==> config.mk <==
export PLATFORM = sky130hd
export DESIGN_NAME = vu_top
export DESIGN_NICKNAME = d
export VERILOG_FILES = /design/src/design/vu_pkg.sv /design/src/design/vu_top.sv /design/src/design/vu_writeback.sv /design/src/design/vu_masku.sv /design/src/design/vu_lane.sv /design/src/design/vu_dispatcher.sv
export SDC_FILE = /design/constraint.sdc
export NUM_CORES = 1
export LEC_CHECK = 0
export BUFFER_PORTS_ARGS = -buffer_cell sky130_fd_sc_hd__buf_2
export CAP_MARGIN = 20
export CORE_MARGIN = 4
export CORE_UTILIZATION = 59
export CTS_CLUSTER_SIZE = 25
export DETAILED_ROUTE_END_ITERATION = 6
export HOLD_SLACK_MARGIN = 0.1
export PLACE_DENSITY = 0.84
export SYNTH_ARGS = -nofsm -noshare
export SYNTH_HDL_FRONTEND = slang
export SYNTH_SLANG_ARGS = --single-unit
export TNS_END_PERCENT = 5
==> constraint.sdc <==
create_clock -name clk_i -period 4.08 [get_ports clk_i]
set_input_delay 0.612 -clock clk_i [delete_from_list [all_inputs] [get_ports clk_i]]
set_output_delay 0.612 -clock clk_i [all_outputs]
set_load 0.02 [all_outputs]
==> src/design/vu_pkg.sv <==
// Sizes, element types and operation encodings, imported by every block of the vector slice

package vu_pkg;

  ////////////////////
  // Sizes
  ////////////////////

  // One element per lane
  localparam int unsigned NR_LANES = 4;
  localparam int unsigned ELEN     = 16;
  localparam int unsigned POPC_W   = $clog2(NR_LANES + 1);

  ////////////////////
  // Data types
  ////////////////////

  typedef logic signed [ELEN-1:0] elem_t;

  // Lane 0 sits in the low bits
  typedef elem_t [NR_LANES-1:0] vec_t;

  typedef logic [NR_LANES-1:0] mask_t;
  typedef logic [POPC_W-1:0]   popc_t;

  ////////////////////
  // Operations
  ////////////////////

  // Lane ALU ops, MIN and MAX are signed
  typedef enum logic [2:0] {
    ALU_ADD,
    ALU_SUB,
    ALU_AND,
    ALU_XOR,
    ALU_MIN,
    ALU_MAX
  } alu_op_e;

  // Mask sources; NONE enables every element
  typedef enum logic [1:0] {
    CMP_NONE,
    CMP_EQ,
    CMP_NE,
    CMP_LT
  } cmp_op_e;

endpackage : vu_pkg
==> src/design/vu_top.sv <==
// Top level of the vector slice, wires the dispatcher, the lanes, the mask unit and the writeback

module vu_top import vu_pkg::*; (
  input  logic    clk_i,
  input  logic    rst_i,
  // Request strobe and operands
  input  logic    req_valid_i,
  input  alu_op_e req_op_i,
  input  cmp_op_e req_cmp_i,
  input  logic    req_scalar_en_i,
  input  vec_t    req_vs1_i,
  input  elem_t   req_scalar_i,
  input  vec_t    req_vs2_i,
  input  vec_t    req_vd_old_i,
  // Response three cycles after the request
  output logic    resp_valid_o,
  output vec_t    resp_vd_o,
  output mask_t   resp_mask_o,
  output popc_t   resp_popc_o
);

  ////////////////////
  // Dispatcher
  ////////////////////

  logic    iss_valid;
  alu_op_e iss_alu_op;
  cmp_op_e iss_cmp;
  vec_t    iss_vs1;
  vec_t    iss_vs2;
  vec_t    iss_vd_old;

  vu_dispatcher u_dispatcher (
    .clk_i          (clk_i          ),
    .rst_i          (rst_i          ),
    .req_valid_i    (req_valid_i    ),
    .req_op_i       (req_op_i       ),
    .req_cmp_i      (req_cmp_i      ),
    .req_scalar_en_i(req_scalar_en_i),
    .req_vs1_i      (req_vs1_i      ),
    .req_scalar_i   (req_scalar_i   ),
    .req_vs2_i      (req_vs2_i      ),
    .req_vd_old_i   (req_vd_old_i   ),
    .iss_valid_o    (iss_valid      ),
    .iss_alu_op_o   (iss_alu_op     ),
    .iss_cmp_o      (iss_cmp        ),
    .iss_vs1_o      (iss_vs1        ),
    .iss_vs2_o      (iss_vs2        ),
    .iss_vd_old_o   (iss_vd_old     )
  );

  ////////////////////
  // Lanes
  ////////////////////

  logic [NR_LANES-1:0] lane_valid;
  vec_t                lane_res;

  for (genvar l = 0; l < NR_LANES; l++) begin : gen_lanes
    vu_lane u_lane (
      .clk_i   (clk_i        ),
      .rst_i   (rst_i        ),
      .valid_i (iss_valid    ),
      .alu_op_i(iss_alu_op   ),
      .vs1_i   (iss_vs1[l]   ),
      .vs2_i   (iss_vs2[l]   ),
      .valid_o (lane_valid[l]),
      .res_o   (lane_res[l]  )
    );
  end : gen_lanes

  ////////////////////
  // Mask unit
  ////////////////////

  mask_t mask;

  // Its valid runs in step with the lanes, so lane 0 stands for both
  vu_masku u_masku (
    .clk_i  (clk_i    ),
    .rst_i  (rst_i    ),
    .valid_i(iss_valid),
    .cmp_i  (iss_cmp  ),
    .vs1_i  (iss_vs1  ),
    .vs2_i  (iss_vs2  ),
    .valid_o(         ),
    .mask_o (mask     )
  );

  // Lane 0 strobes the writeback while the other lanes and the mask unit run in step
  vu_writeback u_writeback (
    .clk_i       (clk_i        ),
    .rst_i       (rst_i        ),
    .iss_valid_i (iss_valid    ),
    .vd_old_i    (iss_vd_old   ),
    .lane_valid_i(lane_valid[0]),
    .lane_res_i  (lane_res     ),
    .mask_i      (mask         ),
    .resp_valid_o(resp_valid_o ),
    .resp_vd_o   (resp_vd_o    ),
    .resp_mask_o (resp_mask_o  ),
    .resp_popc_o (resp_popc_o  )
  );

endmodule : vu_top

==> src/design/vu_writeback.sv <==
// Final stage, merges lane results into the old destination under the mask and counts active elements

module vu_writeback import vu_pkg::*; (
  input  logic  clk_i,
  input  logic  rst_i,
  // Old destination arrives with the issue strobe
  input  logic  iss_valid_i,
  input  vec_t  vd_old_i,
  // Lane and mask results, all in step
  input  logic  lane_valid_i,
  input  vec_t  lane_res_i,
  input  mask_t mask_i,
  // Response
  output logic  resp_valid_o,
  output vec_t  resp_vd_o,
  output mask_t resp_mask_o,
  output popc_t resp_popc_o
);

  vec_t  vd_old_q;
  vec_t  vd_merge;
  popc_t popc_d;

  // Holds the old destination for the lane stage
  always_ff @(posedge clk_i) begin
    if (iss_valid_i) begin
      vd_old_q <= vd_old_i;
    end
  end

  // Inactive elements keep their old value
  always_comb begin
    popc_d = '0;
    for (int i = 0; i < NR_LANES; i++) begin
      vd_merge[i] = mask_i[i] ? lane_res_i[i] : vd_old_q[i];
      popc_d      = popc_d + popc_t'(mask_i[i]);
    end
  end

  always_ff @(posedge clk_i) begin
    if (rst_i) begin
      resp_valid_o <= 1'b0;
    end else begin
      resp_valid_o <= lane_valid_i;
    end
  end

  always_ff @(posedge clk_i) begin
    if (lane_valid_i) begin
      resp_vd_o   <= vd_merge;
      resp_mask_o <= mask_i;
      resp_popc_o <= popc_d;
    end
  end

endmodule : vu_writeback

==> src/design/vu_masku.sv <==
// Mask unit, one compare bit per element over the full vector, registered in step with the lanes

module vu_masku import vu_pkg::*; (
  input  logic    clk_i,
  input  logic    rst_i,
  input  logic    valid_i,
  input  cmp_op_e cmp_i,
  input  vec_t    vs1_i,
  input  vec_t    vs2_i,
  output logic    valid_o,
  output mask_t   mask_o
);

  mask_t mask_d;

  // Compare of vs2 against vs1 per element
  always_comb begin
    for (int i = 0; i < NR_LANES; i++) begin
      case (cmp_i)
        CMP_EQ:  mask_d[i] = (vs2_i[i] == vs1_i[i]);
        CMP_NE:  mask_d[i] = (vs2_i[i] != vs1_i[i]);
        // Signed less-than
        CMP_LT:  mask_d[i] = (vs2_i[i] < vs1_i[i]);
        default: mask_d[i] = 1'b1;
      endcase
    end
  end

  always_ff @(posedge clk_i) begin
    if (rst_i) begin
      valid_o <= 1'b0;
    end else begin
      valid_o <= valid_i;
    end
  end

  always_ff @(posedge clk_i) begin
    if (valid_i) begin
      mask_o <= mask_d;
    end
  end

endmodule : vu_masku

==> src/design/vu_lane.sv <==
// Registered integer ALU for a single element, one copy per lane in the top level

module vu_lane import vu_pkg::*; (
  input  logic    clk_i,
  input  logic    rst_i,
  input  logic    valid_i,
  input  alu_op_e alu_op_i,
  input  elem_t   vs1_i,
  input  elem_t   vs2_i,
  output logic    valid_o,
  output elem_t   res_o
);

  elem_t res_d;

  // Result is vs2 op vs1; add and sub wrap at ELEN bits
  always_comb begin
    case (alu_op_i)
      ALU_ADD: res_d = vs2_i + vs1_i;
      ALU_SUB: res_d = vs2_i - vs1_i;
      ALU_AND: res_d = vs2_i & vs1_i;
      ALU_XOR: res_d = vs2_i ^ vs1_i;
      // Signed compares, both operands are elem_t
      ALU_MIN: res_d = (vs2_i < vs1_i) ? vs2_i : vs1_i;
      ALU_MAX: res_d = (vs2_i > vs1_i) ? vs2_i : vs1_i;
      default: res_d = '0;
    endcase
  end

  always_ff @(posedge clk_i) begin
    if (rst_i) begin
      valid_o <= 1'b0;
    end else begin
      valid_o <= valid_i;
    end
  end

  always_ff @(posedge clk_i) begin
    if (valid_i) begin
      res_o <= res_d;
    end
  end

endmodule : vu_lane

==> src/design/vu_dispatcher.sv <==
// Request register stage, feeds decoded operands to the lanes, mask unit and writeback

module vu_dispatcher import vu_pkg::*; (
  input  logic    clk_i,
  input  logic    rst_i,
  // Request from outside
  input  logic    req_valid_i,
  input  alu_op_e req_op_i,
  input  cmp_op_e req_cmp_i,
  input  logic    req_scalar_en_i,
  input  vec_t    req_vs1_i,
  input  elem_t   req_scalar_i,
  input  vec_t    req_vs2_i,
  input  vec_t    req_vd_old_i,
  // Issue to the execution units
  output logic    iss_valid_o,
  output alu_op_e iss_alu_op_o,
  output cmp_op_e iss_cmp_o,
  output vec_t    iss_vs1_o,
  output vec_t    iss_vs2_o,
  output vec_t    iss_vd_old_o
);

  vec_t vs1_sel;

  // Vector-scalar form, scalar copied into every element
  always_comb begin
    if (req_scalar_en_i) begin
      vs1_sel = {NR_LANES{req_scalar_i}};
    end else begin
      vs1_sel = req_vs1_i;
    end
  end

  always_ff @(posedge clk_i) begin
    if (rst_i) begin
      iss_valid_o <= 1'b0;
    end else begin
      iss_valid_o <= req_valid_i;
    end
  end

  // Payload only moves with a request
  always_ff @(posedge clk_i) begin
    if (req_valid_i) begin
      iss_alu_op_o <= req_op_i;
      iss_cmp_o    <= req_cmp_i;
      iss_vs1_o    <= vs1_sel;
      iss_vs2_o    <= req_vs2_i;
      iss_vd_old_o <= req_vd_old_i;
    end
  end

endmodule : vu_dispatcher

; Yosys cells after proc, flatten, opt, wreduce, memory -nomap -nowiden
; Cells that the tools add are included.
[totals]
ff_bits = 403
inputBits = 217
out_inout_bits = 72
word_cells = 97
[classes]
addsub = 11
mux = 21
reduce_logical = 1
bitwise = 8
eq_ne = 16
n_lt_le_gt_ge = 8
[ops]
columns = cell, count
row1 = 16-bit one-hot mux with 6 select lines, 4
row2 = 16-bit two-way mux, 12
row3 = 16-bit adder, 4
row4 = 16-bit AND, 4
row5 = 16-bit equality test, 4
row6 = 16-bit > comparator, 4
row7 = 16-bit < comparator, 4
row8 = 64-bit two-way mux, 1
row9 = 16-bit inequality test, 4
row10 = 16-bit subtractor, 4
row11 = 16-bit XOR, 4
row12 = 1-bit one-hot mux with 3 select lines, 4
row13 = 3-bit by 1-bit adder with 3-bit output, 2
row14 = 3-bit by 2-bit equality test with 1-bit output (second input constant), 2
row15 = 3-bit equality test (second input constant), 2
row16 = 2-bit equality test (second input constant), 2
row17 = 3-bit by 1-bit equality test with 1-bit output (second input constant), 1
row18 = 3-bit logical NOT, 1
row19 = 1-bit by 1-bit adder with 2-bit output, 1
row20 = 2-bit by 1-bit equality test with 1-bit output (second input constant), 1

; Depth between registers and ports, before layout
[logic_depth]
ltp_word = 3
depth_mapped = 14

; Hierarchy
; From an unflattened synthesis, not the netlist that was laid out.
[unflattened]
hier_cells = 2346
area_unflattened_um2 = 26711.9
[by_module_without_submodules]
columns = module, seq_area_each_um2, cells_per_inst, area_per_inst_um2, instances
row1 = vu_dispatcher, 5935.7, 270, 7019.2, 1
row2 = vu_lane at gen_lanes[2].u_lane ..., 500.5, 419, 3244.4, 2
row3 = vu_lane at gen_lanes[0].u_lane ..., 500.5, 384, 3075.4, 2
row4 = vu_writeback, 4073.9, 217, 5128.7, 1
row5 = vu_masku, 140.1, 253, 1924.3, 1

; Least setup slack after synthesis
; OpenSTA, ideal clock, no wires.
[synth_timing]
path_kind = flip-flop to flip-flop
start = register u_dispatcher.iss_valid_o
end = register gen_lanes[0].u_lane.res_o[0] (enable)
period_less_slack_ns = 3.676
t_arrival_ns = 3.173
required_time_ns = 3.576
stages_incl_launch_ff = 1
n_path_buf = 0
path_slack_ns = 0.404
cell_sequence = dfxtp_1
[synth_rtl]
columns = element, line
row1 = from (decl), vu_dispatcher.sv:16  ; output logic iss_valid_o,
row2 = from (signal assigned), vu_dispatcher.sv:39  ; iss_valid_o <= req_valid_i;
row3 = to (signal assigned), vu_lane.sv:40  ; res_o <= res_d;
row4 = to (decl), vu_lane.sv:11  ; output elem_t res_o
; No word-level cell between the ends.

; Worst setup path in the final report
[layout_timing]
start = register u_dispatcher.iss_vs2_o[0] (netlist name)
end = register gen_lanes[0].u_lane.res_o[10] (data pin)
[layout_between]
elab_chain_len = 3
elab_cells_between_ends = 7
classes_between = add/sub (2) / order compare (2) / mux (3)
[layout_lines]
columns = element, line
row1 = from (decl), vu_dispatcher.sv:20  ; output vec_t iss_vs2_o,
row2 = from (signal assigned), vu_dispatcher.sv:49  ; iss_vs2_o <= req_vs2_i;
row3 = 16-bit > comparator / 16-bit < comparator (equally long branches), "vu_lane.sv:25, vu_lane.sv:24"
row4 = 16-bit two-way mux (on tied branches), "vu_lane.sv:25, vu_lane.sv:24"
row5 = 16-bit one-hot mux with 6 select lines *, vu_lane.sv:18  ; case (alu_op_i)
row6 = via gen_lanes[0].u_lane.res_d[10], vu_lane.sv:14  ; elem_t res_d;
; The timed path passes the listed nets; every way through them passes the cells marked *.
; A chain may end at the register's enable or synchronous reset.

==> impl_metrics.yaml <==
logic_synthesis:
  syn_area_mm2: 0.0234
  synth.distinct_cells: 77
  synth-seq-area-share: 0.515
  async_reset_ff_frac: 0
  synth_edf_count: 400
  syn_nets: 2461
  ys.flop_type: "edfxtp_1"
  synth_seq_cells: 403
  synthCells: 2105
  avgSynthCellArea_um2: 11.1
  yosysWarnings: 0
setup_path:
  cpPeakStageDelay_ns: 0.50
  crit_chain: "inv_1 -> ha_1 -> inv_1 -> fa_1 -> a21o_1 -> a21oi_1 -> o21ai_1 -> a211oi_1 -> a21o_1 -> buf_4 -> mux2i_1 -> o22ai_1 -> or3_1"
  r2r_slack_ns: 0.33
  crit_arrival_ns: 4.08
  cp-start-kind: "register"
  slowest_stage: "a21o_1"
  critPathMaxFanout: 9
  cp.required_ns: 4.40
  path_class: "register to register"
  worstPathBufferInverterCount: 3
  worstSetupEndpointType: "register"
  cp_top_family: "compound AO/OA/AOI/OAI gates"
clock_network:
  cts_buffers: 42
  clock_sinks: 403
  cts_hold_buf: 0
  cts_resized: 0
  clock_latency_ns: 0.58
  post_cts_buffers: 0
  h-tree-depth: 2
  clkSlewWorstSetupHoldPaths_ns: 0.07
  clockBufferDepth: 3
  cts-root-buf: "clkbuf_16"
  cts_tree: "built"
grt:
  overflow: 0
  grt_max_degree: 96
  grt_usage: 0.324
  grt_pass1_wl_um: 109000
  antenna_found_initial: 6
  grt_pass1_vias: 18517
floorplanning:
  core_area_mm2: 0.0389
  fp.dieW_um: 207
  io_pins: 289
  start_util: 0.602
  die_h_um: 207
  die_area_mm2: 0.0430
  fp-row-count: 72
sta:
  finalClockSkew_ns: 0.0207
  worst_pin_slew_ns: 1.28
  min_period_ns: 3.75
  finalHoldViolCount: 0
  timing.final.crit_share: 0.920
  tns_ns: 0
  fmax_ghz: 0.266
  report.final.slew_viol_count: 0
  slew_headroom: 0.143
  rsz0062_at_grt: "false"
  finalSetupViolCount: 0
route:
  wl_per_cell_um: 24.8
  postRouteAntennaNets: 0
  first_pass_iters: 7
  vias: 18776
  drt_drc_violations_left: 1
  totalWireLength_um: 72400
  via_per_inst: 6.42
  drtIter0Drc: 2353
pwr:
  p_leak_nw: 10.9
  p_per_area_mw_per_mm2: 453
  peakVddDrop_mv: 0.293
placed_design:
  dp_hpwl_um: 49700
  io_buffers: 288
  place_congestion: 0.965
  dp.cells: 2842
cells_and_area:
  fin_nets: 2725
  stdcell_count: 2924
  drive_gt1_frac: 0.221
  area_delta_synth_final_pct: 15.1
outcome:
  violations: "DRC"
  status: "finished, violations left"
hold_path:
  hold_class: "primary input to register"
job:
  cap_violations: 0
## cell families (layout without fill, tap and decap cells)
| family | count (synthesis) | in the layout | share of synthesized area |
|---|---|---|---|
| compound gates | 593 | 593 | 0.170 |
| flops | 403 | 403 | 0.515 |
| mux | 181 | 181 | 0.0820 |
| simple gates | 440 | 440 | 0.0881 |
| xor+xnor | 45 | 45 | 0.0168 |
| other cells | 0 | 5 | 0 |
| buf+inv | 304 | 600 | 0.0511 |
| fa+ha+maj | 139 | 139 | 0.0771 |
## Yosys cell counts, types with 21 or more instances
master / count / area (um^2)
nor2b_1: 30 / 188
o22ai_1: 28 / 175
buf_2: 24 / 120
nor2_1: 152 / 571
nand2b_1: 22 / 138
mux2i_1: 93 / 931
o221ai_1: 23 / 201
mux2_2: 88 / 991
nor3_1: 38 / 190
a221oi_1: 21 / 184
edfxtp_1: 400 / 12000
inv_1: 176 / 661
nand2_1: 111 / 417
xnor2_1: 34 / 298
o21ai_0: 138 / 691
clkbuf_1: 81 / 304
a211oi_1: 26 / 195
a21o_1: 28 / 210
ha_1: 130 / 1630
a21oi_1: 136 / 681
## cell usage in the layout, fill, tap and decap left out, types with 23 or more instances in the layout
master | Yosys | routed
o21ai_0 | 138 | 138
nor3_1 | 38 | 38
buf_2 | 24 | 287
edfxtp_1 | 400 | 400
o22ai_1 | 28 | 28
clkbuf_16 | 0 | 45
mux2i_1 | 93 | 93
nor2b_1 | 30 | 30
xnor2_1 | 34 | 34
a211oi_1 | 26 | 26
buf_4 | 5 | 52
nor2_1 | 152 | 150
nand2_1 | 111 | 111
a21o_1 | 28 | 28
inv_1 | 176 | 175
o221ai_1 | 23 | 23
ha_1 | 130 | 130
a21oi_1 | 136 | 136
mux2_2 | 88 | 88
## state kept, by name (all words and copies together), names as in the netlist, 2 cells and up
| register | cells |
|---|---|
| gen_lanes.u_lane.res_o | 64 |
| u_dispatcher.iss_alu_op_o | 3 |
| u_dispatcher.iss_cmp_o | 2 |
| u_dispatcher.iss_vd_old_o | 64 |
| u_dispatcher.iss_vs1_o | 64 |
| u_dispatcher.iss_vs2_o | 64 |
| u_masku.mask_o | 4 |
| u_writeback.resp_mask_o | 4 |
| u_writeback.resp_popc_o | 3 |
| u_writeback.resp_vd_o | 64 |
| u_writeback.vd_old_q | 64 |
## cell type report
class / instances / area (um^2)
Antenna cell: 5 / 12.5
Clock buffer: 49 / 1140
Clock inverter: 27 / 267
Fill cell: 2906 / 12000
Inverter: 177 / 664
Multi-Input combinational cell: 1398 / 10200
Sequential cell: 403 / 12100
Tap cell: 518 / 648
Timing Repair Buffer: 347 / 1990
## per-stage QoR
stage                     utilization  cell area [um^2]  worst slack [ns]  total power [W]  hold slack (ns)
after global placement          0.656             25500             0.544          0.00815            0.402
after CTS                       0.692             26900             0.402           0.0122            0.184
after global routing            0.693             27000             0.100           0.0127            0.181
final                           0.693             27000             0.326           0.0122            0.209
after detailed placement        0.656             25500             0.420          0.00822            0.405
after floorplan                     -             23400             0.404          0.00729            0.400
## worst paths after layout
kind | depth (start not counted) | from | to
worst max register to register | 13 | u_dispatcher.iss_vs2_o[0] | gen_lanes[0].u_lane.res_o[10]
worst min-delay path | 1 | req_vs2_i[2] | u_dispatcher.iss_vs2_o[2]
worst max-delay path | 13 | u_dispatcher.iss_vs2_o[0] | gen_lanes[0].u_lane.res_o[10]
worst min register to register | 0 | u_dispatcher.iss_vd_old_o[58] | u_writeback.vd_old_q[58]
## worst reg2reg max path: cells and delay by family (launching register included)
family	cells	cell delay [ns]
AO/OA/AOI/OAI	6	1.56
adder cells (fa/ha/maj)	2	0.57
buffers and inverters	3	0.39
flip-flops	1	0.43
multiplexers	1	0.21
AND/OR/NAND/NOR	1	0.33
## power by group
| part | switching [W] | internal, W | leakage [nW] | total [W] |
|---|---|---|---|---|
| Sequential | 0.000236 | 0.00497 | 3.80 | 0.00521 |
| Clock | 0.00166 | 0.00232 | 0.688 | 0.00398 |
| Combinational | 0.00178 | 0.00125 | 6.46 | 0.00302 |
## layer usage
metal	GRT usage	part of all wire	vias to the layer above	wire length, um
li1	-	-	8392	-
met1	0.426	0.39	9044	28100
met2	0.514	0.45	1102	32900
met3	0.0742	0.10	234	7300
met4	0.154	0.057	4	4110
met5	0	0.00041	-	30
No activity file was read; power rests on OpenSTA's default activity.
